### src/source/vend_panel_pkg.sv
`default_nettype none

package vend_panel_pkg;

    //////////////////////////////////////////////////////////////////////
    // coin switches
    //////////////////////////////////////////////////////////////////////

    // one-hot code from the three coin buttons
    typedef logic [2:0] coin_t;

    // 100 won
    localparam coin_t COIN_ONE = 3'b100;
    // 500 won
    localparam coin_t COIN_FIVE = 3'b010;
    // 1000 won
    localparam coin_t COIN_TEN = 3'b001;

    //////////////////////////////////////////////////////////////////////
    // status line
    //////////////////////////////////////////////////////////////////////

    typedef enum logic [1:0] {
        msg_none,
        msg_thanks,
        msg_no_money,
        msg_admin
    } msg_t;

endpackage

`default_nettype wire

### src/source/vend_money_pkg.sv
`default_nettype none

package vend_money_pkg;

    //////////////////////////////////////////////////////////////////////
    // money and product widths
    //////////////////////////////////////////////////////////////////////

    // credit counted in 100 won units
    typedef logic [7:0] money_t;

    // product number 0 to 3
    typedef logic [1:0] item_t;

    // units left in one product slot
    typedef logic [3:0] count_t;

    //////////////////////////////////////////////////////////////////////
    // price list and stock limits
    //////////////////////////////////////////////////////////////////////

    // restock stops here
    localparam count_t STOCK_MAX = 4'd9;

    // coke, water, juice, cider
    localparam money_t PRICE [4] = '{8'd10, 8'd12, 8'd15, 8'd18};

    // slot contents after reset
    localparam count_t INIT_STOCK [4] = '{4'd9, 4'd1, 4'd0, 4'd4};

    // highest credit the money display can show
    localparam money_t CREDIT_MAX = 8'd99;

endpackage

`default_nettype wire
### src/source/vending_machine.sv
`timescale 1ns/100ps
`default_nettype none

module vending_machine #(
    parameter int MSG_HOLD = 1000000
) (
    input  logic                   clk,
    input  logic                   rst,
    input  logic                   move_up,
    input  logic                   move_down,
    input  logic                   select,
    input  vend_panel_pkg::coin_t  coin,
    input  logic                   buy,
    input  logic                   refund,
    input  logic                   restock,
    input  logic                   admin,
    input  logic                   refund_ready,
    output vend_money_pkg::money_t credit,
    output vend_money_pkg::count_t count_shown,
    output logic                   selected_valid,
    output vend_money_pkg::item_t  selected_item,
    output logic                   refund_valid,
    output vend_panel_pkg::msg_t   message,
    output vend_money_pkg::item_t  message_item,
    output logic                   admin_mode
);
    import vend_money_pkg::*;
    import vend_panel_pkg::*;

    // panel to the other blocks
    item_t  cursor;
    logic   coin_cmd;
    money_t coin_amount;
    logic   buy_cmd;
    logic   refund_cmd;
    logic   restock_cmd;
    logic   admin_cmd;

    // stock and credit links
    logic   cursor_in_stock;
    logic   selected_in_stock;
    logic   vend;
    logic   purchase_done;

    // toward the status line
    logic   msg_set;
    msg_t   msg_code;
    item_t  msg_item;
    logic   admin_on_pulse;

    //////////////////////////////////////////////////////////////////////
    // blocks
    //////////////////////////////////////////////////////////////////////

    front_panel front_panel_inst (
        .clk(clk), .rst(rst),
        .move_up(move_up), .move_down(move_down), .select(select),
        .buy(buy), .refund(refund), .restock(restock), .admin(admin), .coin(coin),
        .purchase_done(purchase_done), .cursor_in_stock(cursor_in_stock),
        .cursor(cursor), .selected_valid(selected_valid), .selected_item(selected_item),
        .coin_cmd(coin_cmd), .coin_amount(coin_amount), .buy_cmd(buy_cmd),
        .refund_cmd(refund_cmd), .restock_cmd(restock_cmd), .admin_cmd(admin_cmd)
    );

    stock_table stock_table_inst (
        .clk(clk), .rst(rst),
        .cursor(cursor), .selected_item(selected_item),
        .vend(vend), .restock_cmd(restock_cmd), .admin_cmd(admin_cmd),
        .cursor_count(count_shown), .cursor_in_stock(cursor_in_stock),
        .selected_in_stock(selected_in_stock), .admin_mode(admin_mode),
        .admin_on_pulse(admin_on_pulse)
    );

    credit_bank credit_bank_inst (
        .clk(clk), .rst(rst),
        .coin_cmd(coin_cmd), .buy_cmd(buy_cmd), .refund_cmd(refund_cmd),
        .coin_amount(coin_amount), .selected_valid(selected_valid),
        .selected_item(selected_item), .selected_in_stock(selected_in_stock),
        .refund_ready(refund_ready), .credit(credit), .refund_valid(refund_valid),
        .vend(vend), .purchase_done(purchase_done),
        .msg_set(msg_set), .msg_code(msg_code), .msg_item(msg_item)
    );

    status_message #(
        .MSG_HOLD(MSG_HOLD)
    ) status_message_inst (
        .clk(clk), .rst(rst),
        .msg_set(msg_set), .msg_code(msg_code), .msg_item(msg_item),
        .admin_on_pulse(admin_on_pulse),
        .message(message), .message_item(message_item)
    );

endmodule

`default_nettype wire

### src/source/status_message.sv
`timescale 1ns/100ps
`default_nettype none

module status_message #(
    parameter int MSG_HOLD = 1000000
) (
    input  logic                  clk,
    input  logic                  rst,
    input  logic                  msg_set,
    input  vend_panel_pkg::msg_t  msg_code,
    input  vend_money_pkg::item_t msg_item,
    input  logic                  admin_on_pulse,
    output vend_panel_pkg::msg_t  message,
    output vend_money_pkg::item_t message_item
);
    import vend_panel_pkg::*;

    localparam int HOLD_W = $clog2(MSG_HOLD + 1);
    localparam logic [HOLD_W-1:0] HOLD_LOAD = HOLD_W'(MSG_HOLD - 1);

    logic [HOLD_W-1:0] hold_count;

    //////////////////////////////////////////////////////////////////////
    // message and hold timer
    //////////////////////////////////////////////////////////////////////

    always_ff @(posedge clk) begin
        if (!rst) begin
            message    <= msg_none;
            hold_count <= '0;
        end else if (msg_set) begin
            // purchase result beats the admin notice
            message    <= msg_code;
            hold_count <= HOLD_LOAD;
        end else if (admin_on_pulse) begin
            message    <= msg_admin;
            hold_count <= HOLD_LOAD;
        end else if (message != msg_none) begin
            if (hold_count == '0) begin
                message <= msg_none;
            end else begin
                hold_count <= hold_count - 1'b1;
            end
        end
    end

    // product shown with thanks and no-money
    always_ff @(posedge clk) begin
        if (msg_set) begin
            message_item <= msg_item;
        end
    end

endmodule

`default_nettype wire

### src/source/credit_bank.sv
`timescale 1ns/100ps
`default_nettype none

module credit_bank (
    input  logic                   clk,
    input  logic                   rst,
    input  logic                   coin_cmd,
    input  logic                   buy_cmd,
    input  logic                   refund_cmd,
    input  vend_money_pkg::money_t coin_amount,
    input  logic                   selected_valid,
    input  vend_money_pkg::item_t  selected_item,
    input  logic                   selected_in_stock,
    input  logic                   refund_ready,
    output vend_money_pkg::money_t credit,
    output logic                   refund_valid,
    output logic                   vend,
    output logic                   purchase_done,
    output logic                   msg_set,
    output vend_panel_pkg::msg_t   msg_code,
    output vend_money_pkg::item_t  msg_item
);
    import vend_money_pkg::*;
    import vend_panel_pkg::*;

    money_t price;
    money_t coin_sum;
    logic   coin_ok;
    logic   buy_go;
    logic   buy_ok;
    logic   buy_short;
    logic   pay_unit;

    //////////////////////////////////////////////////////////////////////
    // coin and purchase decisions
    //////////////////////////////////////////////////////////////////////

    assign price    = PRICE[selected_item];
    assign coin_sum = credit + coin_amount;

    // no coins while paying out, none past the display limit
    assign coin_ok = coin_cmd && !refund_valid && (coin_sum <= CREDIT_MAX);

    // buying waits until the payout has finished
    assign buy_go    = buy_cmd && selected_valid && !refund_valid;
    assign buy_ok    = buy_go && selected_in_stock && (credit >= price);
    assign buy_short = buy_go && (credit < price);

    // one unit leaves the hopper per handshake
    assign pay_unit = refund_valid && refund_ready;

    assign vend          = buy_ok;
    assign purchase_done = buy_ok;

    // status toward the message register
    assign msg_set  = buy_ok || buy_short;
    assign msg_code = buy_ok ? msg_thanks : msg_no_money;
    assign msg_item = selected_item;

    //////////////////////////////////////////////////////////////////////
    // credit register
    //////////////////////////////////////////////////////////////////////

    // the three sources never overlap
    always_ff @(posedge clk) begin
        if (!rst) begin
            credit <= '0;
        end else if (coin_ok) begin
            credit <= coin_sum;
        end else if (buy_ok) begin
            credit <= credit - price;
        end else if (pay_unit) begin
            credit <= credit - 8'd1;
        end
    end

    //////////////////////////////////////////////////////////////////////
    // refund stream
    //////////////////////////////////////////////////////////////////////

    // valid holds through back-pressure and drops with the last unit
    always_ff @(posedge clk) begin
        if (!rst) begin
            refund_valid <= 1'b0;
        end else if (pay_unit && credit == 8'd1) begin
            refund_valid <= 1'b0;
        end else if (refund_cmd && credit != '0) begin
            refund_valid <= 1'b1;
        end
    end

endmodule

`default_nettype wire

### src/source/stock_table.sv
`timescale 1ns/100ps
`default_nettype none

module stock_table (
    input  logic                   clk,
    input  logic                   rst,
    input  vend_money_pkg::item_t  cursor,
    input  vend_money_pkg::item_t  selected_item,
    input  logic                   vend,
    input  logic                   restock_cmd,
    input  logic                   admin_cmd,
    output vend_money_pkg::count_t cursor_count,
    output logic                   cursor_in_stock,
    output logic                   selected_in_stock,
    output logic                   admin_mode,
    output logic                   admin_on_pulse
);
    import vend_money_pkg::*;

    count_t stock [4];
    count_t stock_next [4];
    logic   restock_hit;

    //////////////////////////////////////////////////////////////////////
    // availability flags
    //////////////////////////////////////////////////////////////////////

    assign cursor_in_stock   = (stock[cursor] != '0);
    assign selected_in_stock = (stock[selected_item] != '0);

    // only the off to on transition raises the message
    assign admin_on_pulse = admin_cmd && !admin_mode;

    // restock works in admin mode only, capped at STOCK_MAX
    assign restock_hit = restock_cmd && admin_mode && (stock[cursor] < STOCK_MAX);

    //////////////////////////////////////////////////////////////////////
    // next counts
    //////////////////////////////////////////////////////////////////////

    always_comb begin
        stock_next = stock;
        if (vend) begin
            stock_next[selected_item] = stock[selected_item] - 4'd1;
        end
        if (restock_hit) begin
            stock_next[cursor] = stock[cursor] + 4'd1;
        end
    end

    //////////////////////////////////////////////////////////////////////
    // count registers and admin flag
    //////////////////////////////////////////////////////////////////////

    always_ff @(posedge clk) begin
        if (!rst) begin
            stock        <= INIT_STOCK;
            cursor_count <= INIT_STOCK[0];
            admin_mode   <= 1'b0;
        end else begin
            stock <= stock_next;

            // follow the new count so a vend or restock shows at once
            // while a cursor move takes one more cycle
            cursor_count <= stock_next[cursor];

            if (admin_cmd) begin
                admin_mode <= !admin_mode;
            end
        end
    end

endmodule

`default_nettype wire

### src/source/front_panel.sv
`timescale 1ns/100ps
`default_nettype none

module front_panel (
    input  logic                   clk,
    input  logic                   rst,
    input  logic                   move_up,
    input  logic                   move_down,
    input  logic                   select,
    input  logic                   buy,
    input  logic                   refund,
    input  logic                   restock,
    input  logic                   admin,
    input  vend_panel_pkg::coin_t  coin,
    input  logic                   purchase_done,
    input  logic                   cursor_in_stock,
    output vend_money_pkg::item_t  cursor,
    output logic                   selected_valid,
    output vend_money_pkg::item_t  selected_item,
    output logic                   coin_cmd,
    output vend_money_pkg::money_t coin_amount,
    output logic                   buy_cmd,
    output logic                   refund_cmd,
    output logic                   restock_cmd,
    output logic                   admin_cmd
);
    import vend_money_pkg::*;
    import vend_panel_pkg::*;

    localparam item_t LAST_ITEM = 2'd3;

    logic   up_cmd;
    logic   down_cmd;
    logic   select_cmd;
    money_t coin_value;

    // coin code to 100 won units
    always_comb begin
        case (coin)
            COIN_ONE:  coin_value = 8'd1;
            COIN_FIVE: coin_value = 8'd5;
            COIN_TEN:  coin_value = 8'd10;
            default:   coin_value = 8'd0;
        endcase
    end

    //////////////////////////////////////////////////////////////////////
    // command stage
    //////////////////////////////////////////////////////////////////////

    // one button per cycle, earlier in the chain wins
    always_ff @(posedge clk) begin
        if (!rst) begin
            up_cmd      <= 1'b0;
            down_cmd    <= 1'b0;
            select_cmd  <= 1'b0;
            coin_cmd    <= 1'b0;
            buy_cmd     <= 1'b0;
            refund_cmd  <= 1'b0;
            restock_cmd <= 1'b0;
            admin_cmd   <= 1'b0;
        end else begin
            up_cmd      <= move_up;
            down_cmd    <= !move_up && move_down;
            select_cmd  <= !move_up && !move_down && select;
            coin_cmd    <= !move_up && !move_down && !select && (coin_value != '0);
            buy_cmd     <= !move_up && !move_down && !select && (coin_value == '0) && buy;
            refund_cmd  <= !move_up && !move_down && !select && (coin_value == '0) && !buy
                           && refund;
            restock_cmd <= !move_up && !move_down && !select && (coin_value == '0) && !buy
                           && !refund && restock;
            admin_cmd   <= !move_up && !move_down && !select && (coin_value == '0) && !buy
                           && !refund && !restock && admin;
        end
    end

    // amount only matters while coin_cmd is high
    always_ff @(posedge clk) begin
        coin_amount <= coin_value;
    end

    //////////////////////////////////////////////////////////////////////
    // cursor and selection
    //////////////////////////////////////////////////////////////////////

    always_ff @(posedge clk) begin
        if (!rst) begin
            cursor         <= '0;
            selected_valid <= 1'b0;
            selected_item  <= '0;
        end else begin
            // saturate at both ends of the list
            if (up_cmd && cursor != '0) begin
                cursor <= cursor - 2'd1;
            end else if (down_cmd && cursor != LAST_ITEM) begin
                cursor <= cursor + 2'd1;
            end

            if (purchase_done) begin
                selected_valid <= 1'b0;
            end else if (select_cmd) begin
                // second press on the same item drops it
                if (selected_valid && selected_item == cursor) begin
                    selected_valid <= 1'b0;
                end else if (cursor_in_stock) begin
                    selected_valid <= 1'b1;
                    selected_item  <= cursor;
                end
            end
        end
    end

endmodule

`default_nettype wire

### config.mk
export PLATFORM = sky130hd
export DESIGN_NAME = vending_machine
export DESIGN_NICKNAME = d
export VERILOG_FILES = /design/src/source/vend_panel_pkg.sv /design/src/source/vend_money_pkg.sv /design/src/source/vending_machine.sv /design/src/source/status_message.sv /design/src/source/credit_bank.sv /design/src/source/stock_table.sv /design/src/source/front_panel.sv
export SDC_FILE = /design/constraint.sdc
export NUM_CORES = 1
export LEC_CHECK = 0
export BUFFER_PORTS_ARGS = -buffer_cell sky130_fd_sc_hd__buf_4
export CAP_MARGIN = 30
export CORE_UTILIZATION = 40
export CTS_CLUSTER_DIAMETER = 100
export DETAILED_ROUTE_END_ITERATION = 8
export GPL_TIMING_DRIVEN = 1
export PLACE_DENSITY_LB_ADDON = 0.15
export SKIP_LAST_GASP = 1
export SLEW_MARGIN = 20
export SYNTH_ARGS = -nofsm -noshare
export SYNTH_HDL_FRONTEND = slang
export SYNTH_HIERARCHICAL = 1
export SYNTH_SLANG_ARGS = --single-unit
### constraint.sdc
create_clock -name clk -period 7.4 [get_ports clk]
set_input_delay 0.74 -clock clk [delete_from_list [all_inputs] [get_ports clk]]
set_output_delay 0.74 -clock clk [all_outputs]
set_load 0.005 [all_outputs]
==> results.toml <==
[hold_path]
hp-class = "flop to flop"

[clocking]
htreeDepth = 3
ctsResizeCount = 0
clock-root-buffer = "clkbuf_16"
post_cts_buffers = 0
cts_buffers = 9
cts_sinks = 70
clock_path_buffers = 2
ctsHoldBuffers = 0
cts.clk_slew.worst_paths_ns = 0.06
cts_tree = "yes"
worstSkewPairLatency_ns = 0.33

[grt]
grtUsageTotal_pct = 19.30
antenna_found_initial = 0
grt_start_max_net_pins = 45
grt_pass1_wl_um = 19020
grt_overflow = 0
first_global_vias = 3858

[setup_path]
worstSetupPathType = "flop to flop"
slowest_delay_ns = 0.76
crit_buf_inv = 1
cp_max_fo = 15
start_kind = "flop"
crit_arrival_ns = 4.32
endpoint_kind = "flop"
crit_required_ns = 7.61
cp_cell_sequence = "mux4_2 -> inv_1 -> ha_1 -> nand2_1 -> nor3b_1 -> o21a_2 -> nor3b_1 -> a211oi_1 -> or2_2 -> mux4_1 -> nand2b_1"
crit_family = "simple AND/OR/NAND/NOR gates"
worst_path_most_repeated_cell = "nor3b_1"
r2r_slack_ns = 3.29
cpMaxStageDelayCell = "dfxtp_1"

[pwr]
p_leak_nw = 2.120
peakVddDrop_uv = 106.7
powerDensity_nw_per_um2 = 164.9

[route]
wl_um = 11430
drc = 4
via_per_inst = 5.738
routedWlPerCell_um = 16.31
num_vias = 4022
first_pass_iters = 8
dr.first_iter.drc_count = 176
ant_nets = 0

[sta]
fin_skew_ns = 0.005884
hold_viol = 0
clock.fmax_ghz = 0.2432
holdWs_ns = 0.4802
drv_slew = 0
rsz0062_at_grt = "false"
finalSetupViolCount = 0
relSlewSlack_pct = 43.99
finalCritPeriodShare_pct = 55.57
final.setup.tns_ns = 0
period_needed_ns = 4.112
tightestPinTransition_ns = 0.8389

[synth]
synth.avg_cell_area_um2 = 9.041
synth-compound-area-share_pct = 18.70
netlist-cell-type-count = 85
synthXorXnorAreaFrac_pct = 5.699
synth_seq_cells = 70
synth_top_family_by_area = "simple AND/OR/NAND/NOR gates"
synth-simple-area-share_pct = 24.40
synthMuxAreaShare_pct = 9.270
synthAdderAreaFrac_pct = 7.143
syn_inst = 527
synthesis.area_um2 = 4765
ys_async_sr_fraction_pct = 0
synth_top_cell_by_area = "dfxtp_1"
synth_warnings = 6
synth_ff_type = "dfxtp_1"
netlist_top_cells_area = "dfxtp_1 (29%), ha_1 (6.3%), a21oi_1 (3.9%)"
synth_edf_count = 2
yosysSeqAreaShare_pct = 29.83
synth_top_area_share_pct = 28.57

[placement]
dp_hpwl_um = 8519
port_buffers = 33
place_congestion = 0.9489

[status]
violations = "DRC"
status = "complete, but fails checks"

[floorplanning]
die-area_um2 = 12350
die_w_um = 111.1
ioPinCount = 34
die_h_um = 111.1
fp.coreArea_um2 = 11520
initial_core_util_pct = 41.37
rows = 39

[cells_and_area]
seqCellArea_um2 = 1421
final_nets = 592
drive_gt1_share_pct = 17.56
num-fill-cells = 1118
n_antenna_cell = 0
synthToLayoutAreaGrowth_pct = 13.29
multi_input_area_um2 = 3122

[run]
cap_violations = 0
flip-flops by register name, indices dropped and copies added (netlist names):
name	flops
front_panel_inst/down_cmd	1
front_panel_inst/restock_cmd	1
front_panel_inst/buy_cmd	1
front_panel_inst/coin_cmd	1
credit_bank_inst/credit	8
front_panel_inst/up_cmd	1
stock_table_inst/stock	16
front_panel_inst/refund_cmd	1
status_message_inst/message_item	2
front_panel_inst/admin_cmd	1
status_message_inst/message	2
front_panel_inst/select_cmd	1
credit_bank_inst/refund_valid	1
stock_table_inst/admin_mode	1
status_message_inst/hold_count	20
front_panel_inst/coin_amount	3
stock_table_inst/cursor_count	4
front_panel_inst/selected_valid	1
front_panel_inst/selected_item	2
front_panel_inst/cursor	2
cell families (layout without fill, tap and decap cells):
logic type               after synthesis  in the layout
XOR/XNOR                              31             31
AO/OA/AOI/OAI                        128            128
flip-flops                            70             70
adder cells (fa/ha/maj)               26             26
AND/OR/NAND/NOR                      191            191
buffers and inverters                 48             76
other                                  1              4
multiplexers                          32             32
path summary, 6_finish.rpt:
kind                                                          to                         startpoint  cells past startpoint
worst max-delay path            stock_table_inst/cursor_count[3]  front_panel_inst/selected_item[0]                     11
worst min-delay path               credit_bank_inst/refund_valid        front_panel_inst/refund_cmd                      2
worst max register to register  stock_table_inst/cursor_count[3]  front_panel_inst/selected_item[0]                     11
worst min register to register     credit_bank_inst/refund_valid        front_panel_inst/refund_cmd                      2
Yosys cell counts (all sizes together), types with 5 or more instances:
cell type,instances
ha,24
and2,10
buf,14
o21a,6
nor3b,6
dfxtp,68
inv,24
nand4,6
a21oi,38
nor3,11
mux2i,16
nand2b,12
xnor2,12
o31ai,7
nand2,34
mux4,8
o211ai,7
o21ai,29
or3,7
nor2b,13
a31oi,7
nand3,14
clkbuf,9
nand3b,5
a211oi,8
mux2,8
xor2,19
nor2,41
cells in the final DEF (no fill, tap or decap), types with 9 or more instances in the layout:
cell and instances:
and2_1 9, nor3_1 10, buf_4 35, xor2_1 19, xnor2_1 12, a21oi_1 37
nor2b_1 13, nand3_1 13, nand2b_1 12, nor2_1 40, mux2i_1 16, dfxtp_1 68
inv_1 23, ha_1 24, nand2_1 34, o21ai_0 27, clkbuf_16 9
through the flow:
| step | util [%] | instance area, um^2 | worst slack (ns) | total power, W | instances |
|---|---|---|---|---|---|
| finish | 46.87 | 5398 | 3.288 | 0.0008899 | 701 |
| global route | 46.87 | 5398 | 3.024 | 0.0009236 | 701 |
| CTS | 46.87 | 5398 | 3.326 | 0.0009034 | 701 |
| detailed placement | 44.10 | 5079 | 3.352 | 0.0004450 | 685 |
| global placement | 44.10 | 5079 | 3.448 | 0.0004438 | 685 |
| floorplan | - | 4776 | 3.785 | 0.0004292 | 530 |
report_power, final:
| part | internal [W] | total [W] | switching (W) | leakage (nW) |
|---|---|---|---|---|
| Sequential | 0.000382 | 0.000386 | 0.00000447 | 0.568 |
| Clock | 0.000289 | 0.000453 | 0.000164 | 0.155 |
| Combinational | 0.0000223 | 0.0000508 | 0.0000285 | 1.40 |
| Total | 0.000693 | 0.000890 | 0.000197 | 2.12 |
metal layers:
layer	part of all wire, %	wire length, um	up-vias	GRT usage (%)
met5	0	0	-	0
met4	2.2	251	0	6.396
met3	4.1	465	20	4.046
met2	45	5155	100	31.61
met1	49	5557	1934	25.26
li1	-	-	1968	-
area by class of cell:
class                      instances  area share (%)
tap                              143           3.315
timing repair buffer              35           4.868
inverter                          25           1.739
clock buffer                      12           4.937
multi-input combinational        412           57.83
clock inverter                     4          0.9736
sequential                        70           26.33
worst register-to-register path, delay by kind of cell, from the launching register on:
kind	cells	cell delay, ns
buf+inv	1	0.08
mux	2	0.87
fa+ha+maj	1	0.18
simple gates	5	1.57
flops	1	0.76
compound gates	2	0.53
(Power assumes the default switching activity.)
